===== src/udp_rx_macros.svh =====
// UDP receive constants: stream geometry, protocol codes and counter sizing

`ifndef UDP_RX_MACROS_SVH
`define UDP_RX_MACROS_SVH

// Avalon-ST beat width
`define UDP_RX_BEAT_BITS 256

// Fixed RPC payload carried in every frame
`define UDP_RX_PAYLOAD_BYTES 64

// IPv4 protocol number for UDP
`define UDP_RX_IP_PROTO_UDP 8'h11

// Only IPv4 is accepted
`define UDP_RX_IP_VERSION 4'h4

// All-ones destination MAC
`define UDP_RX_BROADCAST_MAC 48'hFFFF_FFFF_FFFF

// Drop counters and readout select
`define UDP_RX_CNT_BITS 32
`define UDP_RX_CNT_SEL_BITS 4

`endif


===== src/udp_rx_pkg.sv =====
// UDP receive types: addresses, protocol headers, payload, beat and counters

`default_nettype none

`include "udp_rx_macros.svh"

package udp_rx_pkg;

    // ============================================================
    // Addresses
    // ============================================================
    typedef logic [47:0] mac_addr_t;
    typedef logic [31:0] ipv4_addr_t;

    // ============================================================
    // Protocol headers, most significant byte first on the wire
    // ============================================================

    // 14 bytes
    typedef struct packed {
        mac_addr_t   dest_mac;
        mac_addr_t   src_mac;
        logic [15:0] length;
    } eth_hdr_t;

    // 20 bytes, no options
    typedef struct packed {
        logic [3:0]  version;
        logic [3:0]  ihl;
        logic [5:0]  dscp;
        logic [1:0]  ecn;
        logic [15:0] length;
        logic [15:0] identification;
        logic [2:0]  flags;
        logic [12:0] fragment_offset;
        logic [7:0]  time_to_live;
        logic [7:0]  protocol;
        logic [15:0] header_checksum;
        ipv4_addr_t  src_ip;
        ipv4_addr_t  dest_ip;
    } ip_hdr_t;

    // 8 bytes
    typedef struct packed {
        logic [15:0] src_port;
        logic [15:0] dest_port;
        logic [15:0] length;
        logic [15:0] checksum;
    } udp_hdr_t;

    // ============================================================
    // Data path and readout
    // ============================================================
    typedef logic [`UDP_RX_PAYLOAD_BYTES*8-1:0] payload_t;
    typedef logic [`UDP_RX_BEAT_BITS-1:0]       beat_t;
    typedef logic [`UDP_RX_CNT_BITS-1:0]        cnt_t;

    // Readout index of each drop counter
    typedef enum logic [`UDP_RX_CNT_SEL_BITS-1:0] {
        CNT_TOTAL   = 4'd0,
        CNT_MAC     = 4'd1,
        CNT_IP      = 4'd2,
        CNT_PROTO   = 4'd3,
        CNT_VERSION = 4'd4
    } cnt_sel_e;

endpackage

`default_nettype wire


===== src/udp_rx_beat_if.sv =====
// Per-beat capture strobes from the receive FSM to the data path

`timescale 1ns/1ps
`default_nettype none

interface udp_rx_beat_if;

    // Beat 1: Ethernet header and first 18 IPv4 header bytes
    logic hdr_head_take;
    // Beat 2: IPv4 header tail, UDP header, payload start
    logic hdr_tail_take;
    // Beat 3: middle 32 payload bytes
    logic body_take;
    // Beat 4 with end-of-packet
    logic last_take;

    modport fsm (
        output hdr_head_take,
        output hdr_tail_take,
        output body_take,
        output last_take
    );

    modport sink (
        input hdr_head_take,
        input hdr_tail_take,
        input body_take,
        input last_take
    );

endinterface

`default_nettype wire


===== src/udp_rx_frame_fsm.sv =====
// Receive beat-position FSM with sticky end-of-packet framing error

`timescale 1ns/1ps
`default_nettype none

module udp_rx_frame_fsm (
    input  logic        rx_clk_in,
    input  logic        rx_reset_in,
    input  logic        rx_valid_in,
    input  logic        rx_sop_in,
    input  logic        rx_eop_in,
    udp_rx_beat_if.fsm  beats,
    output logic        framing_error
);

    typedef enum logic [1:0] {
        ST_HEAD,
        ST_TAIL,
        ST_BODY,
        ST_LAST
    } fsm_state_t;

    fsm_state_t state;

    // ============================================================
    // Take strobes qualified by valid
    // ============================================================
    assign beats.hdr_head_take = (state == ST_HEAD) && rx_valid_in && rx_sop_in;
    assign beats.hdr_tail_take = (state == ST_TAIL) && rx_valid_in;
    assign beats.body_take     = (state == ST_BODY) && rx_valid_in;
    assign beats.last_take     = (state == ST_LAST) && rx_valid_in && rx_eop_in;

    // One state per accepted beat
    always_ff @(posedge rx_clk_in or posedge rx_reset_in) begin
        if (rx_reset_in) begin
            state <= ST_HEAD;
        end else begin
            if (beats.hdr_head_take) begin
                state <= ST_TAIL;
            end else if (beats.hdr_tail_take) begin
                state <= ST_BODY;
            end else if (beats.body_take) begin
                state <= ST_LAST;
            end else if (beats.last_take) begin
                state <= ST_HEAD;
            end
        end
    end

    // Sticky error on a beat 4 without EOP
    always_ff @(posedge rx_clk_in or posedge rx_reset_in) begin
        if (rx_reset_in) begin
            framing_error <= 1'b0;
        end else if ((state == ST_LAST) && rx_valid_in && !rx_eop_in) begin
            framing_error <= 1'b1;
        end
    end

    // EOP only belongs on the fourth beat of a frame
    a_eop_on_last: assert property (
        @(posedge rx_clk_in) disable iff (rx_reset_in)
        (rx_valid_in && rx_eop_in) |-> (state == ST_LAST)
    );

endmodule

`default_nettype wire


===== src/udp_rx_frame_capture.sv =====
// Header and payload capture at fixed beat offsets with frame delivery or drop

`timescale 1ns/1ps
`default_nettype none

module udp_rx_frame_capture import udp_rx_pkg::*; (
    input  logic        rx_clk_in,
    input  logic        rx_reset_in,
    input  beat_t       rx_data_in,
    udp_rx_beat_if.sink beats,
    input  logic        drop_frame,
    output logic        hdr_ready,
    output eth_hdr_t    eth_hdr,
    output ip_hdr_t     ip_hdr,
    output udp_hdr_t    udp_hdr,
    output logic        drop_pulse,
    output logic        pkt_valid,
    output payload_t    pkt_payload
);

    // ============================================================
    // Header registers
    // ============================================================
    always_ff @(posedge rx_clk_in) begin
        // Beat 1 carries the 14 byte Ethernet header and 18 IPv4 bytes
        if (beats.hdr_head_take) begin
            eth_hdr        <= rx_data_in[255:144];
            ip_hdr[159:16] <= rx_data_in[143:0];
        end
        // Beat 2 carries the last 2 IPv4 bytes and the 8 byte UDP header
        if (beats.hdr_tail_take) begin
            ip_hdr[15:0] <= rx_data_in[255:240];
            udp_hdr      <= rx_data_in[239:176];
        end
    end

    // ============================================================
    // Payload registers
    // ============================================================

    // 22 + 32 + 10 bytes over beats 2 to 4
    always_ff @(posedge rx_clk_in) begin
        if (beats.hdr_tail_take) begin
            pkt_payload[175:0] <= rx_data_in[175:0];
        end
        if (beats.body_take) begin
            pkt_payload[431:176] <= rx_data_in;
        end
        if (beats.last_take) begin
            pkt_payload[511:432] <= rx_data_in[79:0];
        end
    end

    // ============================================================
    // Control pulses
    // ============================================================
    always_ff @(posedge rx_clk_in or posedge rx_reset_in) begin
        if (rx_reset_in) begin
            hdr_ready  <= 1'b0;
            pkt_valid  <= 1'b0;
            drop_pulse <= 1'b0;
        end else begin
            // Headers complete one cycle after beat 2
            hdr_ready  <= beats.hdr_tail_take;
            // drop_frame has settled by beat 4
            pkt_valid  <= beats.last_take && !drop_frame;
            drop_pulse <= beats.last_take && drop_frame;
        end
    end

    // Beat 4 arrives only after the drop decision is registered
    a_decision_settled: assert property (
        @(posedge rx_clk_in) disable iff (rx_reset_in)
        beats.last_take |-> !hdr_ready
    );

endmodule

`default_nettype wire


===== src/udp_rx_header_check.sv =====
// Destination address, protocol and version checks with drop decision

`timescale 1ns/1ps
`default_nettype none

`include "udp_rx_macros.svh"

module udp_rx_header_check import udp_rx_pkg::*; (
    input  logic       rx_clk_in,
    input  logic       rx_reset_in,
    input  mac_addr_t  host_mac,
    input  ipv4_addr_t host_ip,
    input  logic       hdr_ready,
    input  logic       hdr_head_take,
    input  eth_hdr_t   eth_hdr,
    input  ip_hdr_t    ip_hdr,
    output logic       drop_frame,
    output logic       mac_err,
    output logic       ip_err,
    output logic       proto_err,
    output logic       version_err
);

    logic mac_bad;
    logic ip_bad;
    logic proto_bad;
    logic version_bad;

    // ============================================================
    // Field compares
    // ============================================================
    assign mac_bad     = (eth_hdr.dest_mac != host_mac) &&
                         (eth_hdr.dest_mac != `UDP_RX_BROADCAST_MAC);
    assign ip_bad      = (ip_hdr.dest_ip != host_ip);
    assign proto_bad   = (ip_hdr.protocol != `UDP_RX_IP_PROTO_UDP);
    assign version_bad = (ip_hdr.version != `UDP_RX_IP_VERSION);

    // One cause pulse per failed check
    always_ff @(posedge rx_clk_in or posedge rx_reset_in) begin
        if (rx_reset_in) begin
            mac_err     <= 1'b0;
            ip_err      <= 1'b0;
            proto_err   <= 1'b0;
            version_err <= 1'b0;
        end else begin
            mac_err     <= hdr_ready && mac_bad;
            ip_err      <= hdr_ready && ip_bad;
            proto_err   <= hdr_ready && proto_bad;
            version_err <= hdr_ready && version_bad;
        end
    end

    // Held until the next frame starts
    always_ff @(posedge rx_clk_in or posedge rx_reset_in) begin
        if (rx_reset_in) begin
            drop_frame <= 1'b0;
        end else if (hdr_ready) begin
            drop_frame <= mac_bad || ip_bad || proto_bad || version_bad;
        end else if (hdr_head_take) begin
            drop_frame <= 1'b0;
        end
    end

    // Compared header and host fields are known when judged
    a_fields_known: assert property (
        @(posedge rx_clk_in) disable iff (rx_reset_in)
        hdr_ready |-> !$isunknown({eth_hdr.dest_mac, ip_hdr.dest_ip, ip_hdr.protocol,
                                   ip_hdr.version, host_mac, host_ip})
    );

endmodule

`default_nettype wire


===== src/udp_rx_drop_counters.sv =====
// Wrapping drop counters per cause plus total with registered select readout

`timescale 1ns/1ps
`default_nettype none

module udp_rx_drop_counters import udp_rx_pkg::*; (
    input  logic     rx_clk_in,
    input  logic     rx_reset_in,
    input  logic     drop_pulse,
    input  logic     mac_err,
    input  logic     ip_err,
    input  logic     proto_err,
    input  logic     version_err,
    input  cnt_sel_e cnt_sel,
    input  logic     cnt_sel_valid,
    output cnt_t     cnt_value
);

    cnt_t total_cnt;
    cnt_t mac_cnt;
    cnt_t ip_cnt;
    cnt_t proto_cnt;
    cnt_t version_cnt;

    // ============================================================
    // Counters
    // ============================================================

    // Total counts frames and causes count failed checks
    always_ff @(posedge rx_clk_in or posedge rx_reset_in) begin
        if (rx_reset_in) begin
            total_cnt   <= '0;
            mac_cnt     <= '0;
            ip_cnt      <= '0;
            proto_cnt   <= '0;
            version_cnt <= '0;
        end else begin
            if (drop_pulse)  total_cnt   <= total_cnt + cnt_t'(1);
            if (mac_err)     mac_cnt     <= mac_cnt + cnt_t'(1);
            if (ip_err)      ip_cnt      <= ip_cnt + cnt_t'(1);
            if (proto_err)   proto_cnt   <= proto_cnt + cnt_t'(1);
            if (version_err) version_cnt <= version_cnt + cnt_t'(1);
        end
    end

    // ============================================================
    // Readout
    // ============================================================

    // Unknown index reads zero
    always_ff @(posedge rx_clk_in or posedge rx_reset_in) begin
        if (rx_reset_in) begin
            cnt_value <= '0;
        end else if (cnt_sel_valid) begin
            case (cnt_sel)
                CNT_TOTAL:   cnt_value <= total_cnt;
                CNT_MAC:     cnt_value <= mac_cnt;
                CNT_IP:      cnt_value <= ip_cnt;
                CNT_PROTO:   cnt_value <= proto_cnt;
                CNT_VERSION: cnt_value <= version_cnt;
                default:     cnt_value <= '0;
            endcase
        end
    end

endmodule

`default_nettype wire


===== src/udp_rx_top.sv =====
// UDP/IP receive path top level: framing, capture, header checks and drop counters

`timescale 1ns/1ps
`default_nettype none

module udp_rx_top import udp_rx_pkg::*; (
    input  logic        rx_clk_in,
    input  logic        rx_reset_in,
    input  mac_addr_t   host_mac,
    input  ipv4_addr_t  host_ip,
    input  beat_t       rx_data_in,
    input  logic        rx_valid_in,
    input  logic        rx_sop_in,
    input  logic        rx_eop_in,
    output logic        pkt_valid,
    output ipv4_addr_t  pkt_src_ip,
    output ipv4_addr_t  pkt_dest_ip,
    output logic [15:0] pkt_src_port,
    output logic [15:0] pkt_dest_port,
    output payload_t    pkt_payload,
    output logic        framing_error,
    input  cnt_sel_e    cnt_sel,
    input  logic        cnt_sel_valid,
    output cnt_t        cnt_value
);

    udp_rx_beat_if beats ();

    eth_hdr_t eth_hdr;
    ip_hdr_t  ip_hdr;
    udp_hdr_t udp_hdr;
    logic     hdr_ready;
    logic     drop_frame;
    logic     drop_pulse;
    logic     mac_err;
    logic     ip_err;
    logic     proto_err;
    logic     version_err;

    // Address tuple straight from the captured headers
    assign pkt_src_ip    = ip_hdr.src_ip;
    assign pkt_dest_ip   = ip_hdr.dest_ip;
    assign pkt_src_port  = udp_hdr.src_port;
    assign pkt_dest_port = udp_hdr.dest_port;

    udp_rx_frame_fsm i_frame_fsm (
        .rx_clk_in     (rx_clk_in),
        .rx_reset_in   (rx_reset_in),
        .rx_valid_in   (rx_valid_in),
        .rx_sop_in     (rx_sop_in),
        .rx_eop_in     (rx_eop_in),
        .beats         (beats.fsm),
        .framing_error (framing_error)
    );

    udp_rx_frame_capture i_frame_capture (
        .rx_clk_in   (rx_clk_in),
        .rx_reset_in (rx_reset_in),
        .rx_data_in  (rx_data_in),
        .beats       (beats.sink),
        .drop_frame  (drop_frame),
        .hdr_ready   (hdr_ready),
        .eth_hdr     (eth_hdr),
        .ip_hdr      (ip_hdr),
        .udp_hdr     (udp_hdr),
        .drop_pulse  (drop_pulse),
        .pkt_valid   (pkt_valid),
        .pkt_payload (pkt_payload)
    );

    udp_rx_header_check i_header_check (
        .rx_clk_in     (rx_clk_in),
        .rx_reset_in   (rx_reset_in),
        .host_mac      (host_mac),
        .host_ip       (host_ip),
        .hdr_ready     (hdr_ready),
        .hdr_head_take (beats.hdr_head_take),
        .eth_hdr       (eth_hdr),
        .ip_hdr        (ip_hdr),
        .drop_frame    (drop_frame),
        .mac_err       (mac_err),
        .ip_err        (ip_err),
        .proto_err     (proto_err),
        .version_err   (version_err)
    );

    udp_rx_drop_counters i_drop_counters (
        .rx_clk_in     (rx_clk_in),
        .rx_reset_in   (rx_reset_in),
        .drop_pulse    (drop_pulse),
        .mac_err       (mac_err),
        .ip_err        (ip_err),
        .proto_err     (proto_err),
        .version_err   (version_err),
        .cnt_sel       (cnt_sel),
        .cnt_sel_valid (cnt_sel_valid),
        .cnt_value     (cnt_value)
    );

endmodule

`default_nettype wire


===== config.mk =====
export PLATFORM = sky130hd
export DESIGN_NAME = udp_rx_top
export DESIGN_NICKNAME = d
export VERILOG_FILES = /design/src/udp_rx_pkg.sv /design/src/udp_rx_beat_if.sv /design/src/udp_rx_frame_fsm.sv /design/src/udp_rx_frame_capture.sv /design/src/udp_rx_header_check.sv /design/src/udp_rx_drop_counters.sv /design/src/udp_rx_top.sv
export VERILOG_INCLUDE_DIRS = /design/src
export SDC_FILE = /design/constraint.sdc
export NUM_CORES = 1
export LEC_CHECK = 0
export BUFFER_PORTS_ARGS = -buffer_cell sky130_fd_sc_hd__buf_2
export CAP_MARGIN = 30
export CORE_AREA = 2 2 383 385
export DETAILED_ROUTE_END_ITERATION = 7
export DIE_AREA = 0 0 385 387
export GPL_ROUTABILITY_DRIVEN = 0
export PLACE_DENSITY = 0.48
export SLEW_MARGIN = 15
export SYNTH_ARGS = -nofsm -noshare
export SYNTH_HDL_FRONTEND = slang
export SYNTH_HIERARCHICAL = 1
export SYNTH_SLANG_ARGS = --single-unit

===== constraint.sdc =====
create_clock -name rx_clk_in -period 19.7 [get_ports rx_clk_in]
set_input_delay 0.985 -clock rx_clk_in [delete_from_list [all_inputs] [get_ports rx_clk_in]]
set_output_delay 0.985 -clock rx_clk_in [all_outputs]
set_load 0.02 [all_outputs]

==> out/results.txt <==
Via Count: 20480
net load switching power: 0.00144 W
clock power share: 0.384
Setup Skew: 0.103 ns
Worst VDD drop: 79.0 uV
vias in the first global route: 19578
DRT antenna net count: 0
H-tree Lvls: 3
clk slew on worst S/H paths: 0.06 ns
core area: 145000 um^2
worst hold path class: input port to async pin
initial core utilization: 0.211
largest net degree at the start of global routing: 67
I/O Buffers: 987
latest clock arrival within the worst-skew pair: 0.74 ns
internal cell power: 0.00352 W
Top Ports: 988
Setup CP Type: register to register
TritonCTS Buffers: 98
Hold-fix buffers, CTS: 0
Final Slew Violations: 0
cells on worst reg2reg path: 4
Synth Instances: 1681
leak pwr: 16.2 nW
Worst EP required: 20.00 ns
total track usage: 0.184
fin worst setup slack: 15.54 ns
reg2reg end: i_frame_capture/pkt_payload[395]
initial antenna violation count: 117
DR vias/cell: 4.22
CTS tree: built
row count: 140
drt wl/cell: 29.2 um
share of cells above drive strength 1: 0.416
DP Worst Slack: 14.76 ns
Post-DP HPWL: 113 mm
clk buf depth: 3
Avg Inst Size Synth: 18.2 um^2
WP data arrival: 4.46 ns
fmax: 240 MHz
fin crit share: 0.211
GRT overflow: 0
die width: 385 um
Hold Vio Cnt, Final: 0
Final nets: 3119
Combinational Power Share: 0.143
drt initial violations: 1993
net count after synthesis: 2032
# resized after CTS: 0
Syn-to-layout area delta: 36.3%
CP startpoint kind: register
RSZ-0062 raised after global routing: false
Sw Share: 0.290
first-pass GRT wire length: 182 mm
sequential share of power: 0.473
Pwr per Cell Area: 119 nW/um^2
Worst Path Max Fanout: 65
final WL: 142 mm
outcome: complete, no violations
reg-to-reg setup timing slack: 15.54 ns
clk sink count: 871
r2r startpoint: i_frame_fsm/state[0]
final worst path period need: 4.16 ns
Pre-antenna DRT Iters: 5
Max-slew headroom: 0.385
synthesized area: 30500 um^2
synth warn: 6
Die Y: 387 um
crit path capture type: register
Die Footprint: 149000 um^2
# Post-CTS Setup Buffers: 0
Max Cap Viol: 0
TNS Setup: 0 ns
Worst-Margin Slew: 0.923 ns
DRC Markers: 0
root buffer cell: clkbuf_16
Final Setup Violations: 0
worst max path at each step:
stage                         startpoint                                to  slack [ns]  cells after the start
floorplan                    rx_valid_in         i_frame_capture/hdr_ready        8.23                      2
global placement             rx_valid_in  i_frame_capture/pkt_payload[128]       14.73                      6
detailed placement           rx_valid_in  i_frame_capture/pkt_payload[152]       14.76                      6
CTS                 i_frame_fsm/state[0]  i_frame_capture/pkt_payload[257]       15.47                      4
global route        i_frame_fsm/state[0]  i_frame_capture/pkt_payload[341]       15.31                      4
finish              i_frame_fsm/state[0]  i_frame_capture/pkt_payload[395]       15.54                      4
layer usage:
metal / routed length [um] / GRT usage
met1: 57800 / 0.238
met2: 61400 / 0.267
met3: 17100 / 0.0848
met4: 5310 / 0.0683
met5: 73 / 0
placed cells by master (no fill, tap or decap), drive strengths merged, types with 16 or more instances in the layout:
master / n
and3: 16
buf: 1014
edfxtp: 668
xor2: 50
xnor2: 185
and4: 16
nand2: 99
clkinv: 42
inv: 50
a221oi: 32
mux2i: 32
diode: 83
clkbuf: 125
o21ai: 33
o22ai: 32
dfrtp: 203
nor2: 44
nand3: 49
nand4: 80
registers in the layout, summed over array words and instances (netlist names):
name                         cells
i_drop_counters/ip_cnt          32
i_drop_counters/cnt_value       32
i_frame_capture/udp_hdr         32
i_drop_counters/version_cnt     32
i_header_check/drop_frame        1
i_frame_capture/hdr_ready        1
i_drop_counters/mac_cnt         32
i_header_check/proto_err         1
i_frame_fsm/framing_error        1
i_drop_counters/proto_cnt       32
i_frame_capture/pkt_payload    512
i_header_check/version_err       1
i_drop_counters/total_cnt       32
i_header_check/mac_err           1
i_frame_capture/eth_hdr         48
i_header_check/ip_err            1
i_frame_capture/drop_pulse       1
i_frame_capture/ip_hdr          76
i_frame_fsm/state                2
i_frame_capture/pkt_valid        1
per-stage QoR:
| step | total power, W | utilization | hold slack (ns) | std cells | area [um^2] |
|---|---|---|---|---|---|
| 5_1_grt | 0.00513 | 0.286 | 0.234 | 4807 | 41500 |
| 3_5_place_dp | 0.00309 | 0.262 | 0.452 | 4582 | 38000 |
| 2_1_floorplan | 0.00275 | - | 0.442 | 1681 | 30500 |
| 6_report | 0.00496 | 0.287 | 0.277 | 4854 | 41600 |
| 4_1_cts | 0.00501 | 0.286 | 0.218 | 4768 | 41400 |
| 3_3_place_gp | 0.00309 | 0.262 | 0.462 | 4580 | 38000 |
worst max-delay path, cell delays in order (launching register included):
cell	delay [ns]
dfrtp_1	0.43
and3b_4	0.88
buf_4	0.80
buf_4	0.74
buf_4	0.81
area by class of cell:
type	instances	area [um^2]
well taps	1917	2400
clock buffers	124	2580
multi-input cells	737	5150
diodes	83	208
clock inverters	62	776
repair buffers	1015	5180
inverters	45	174
flip-flops and latches	871	25100
fillers	14823	103000
power groups by stage:
| stage | registers [W] | logic [W] | clock network, W |
|---|---|---|---|
| final | 0.00234 | 0.000711 | 0.00190 |
| after global placement | 0.00237 | 0.000716 | 0 |
| after floorplan | 0.00260 | 0.000150 | 0 |
| after global routing | 0.00236 | 0.000747 | 0.00203 |
| after CTS | 0.00234 | 0.000717 | 0.00195 |
| after detailed placement | 0.00237 | 0.000716 | 0 |
No activity file was read; power rests on OpenSTA's default activity.
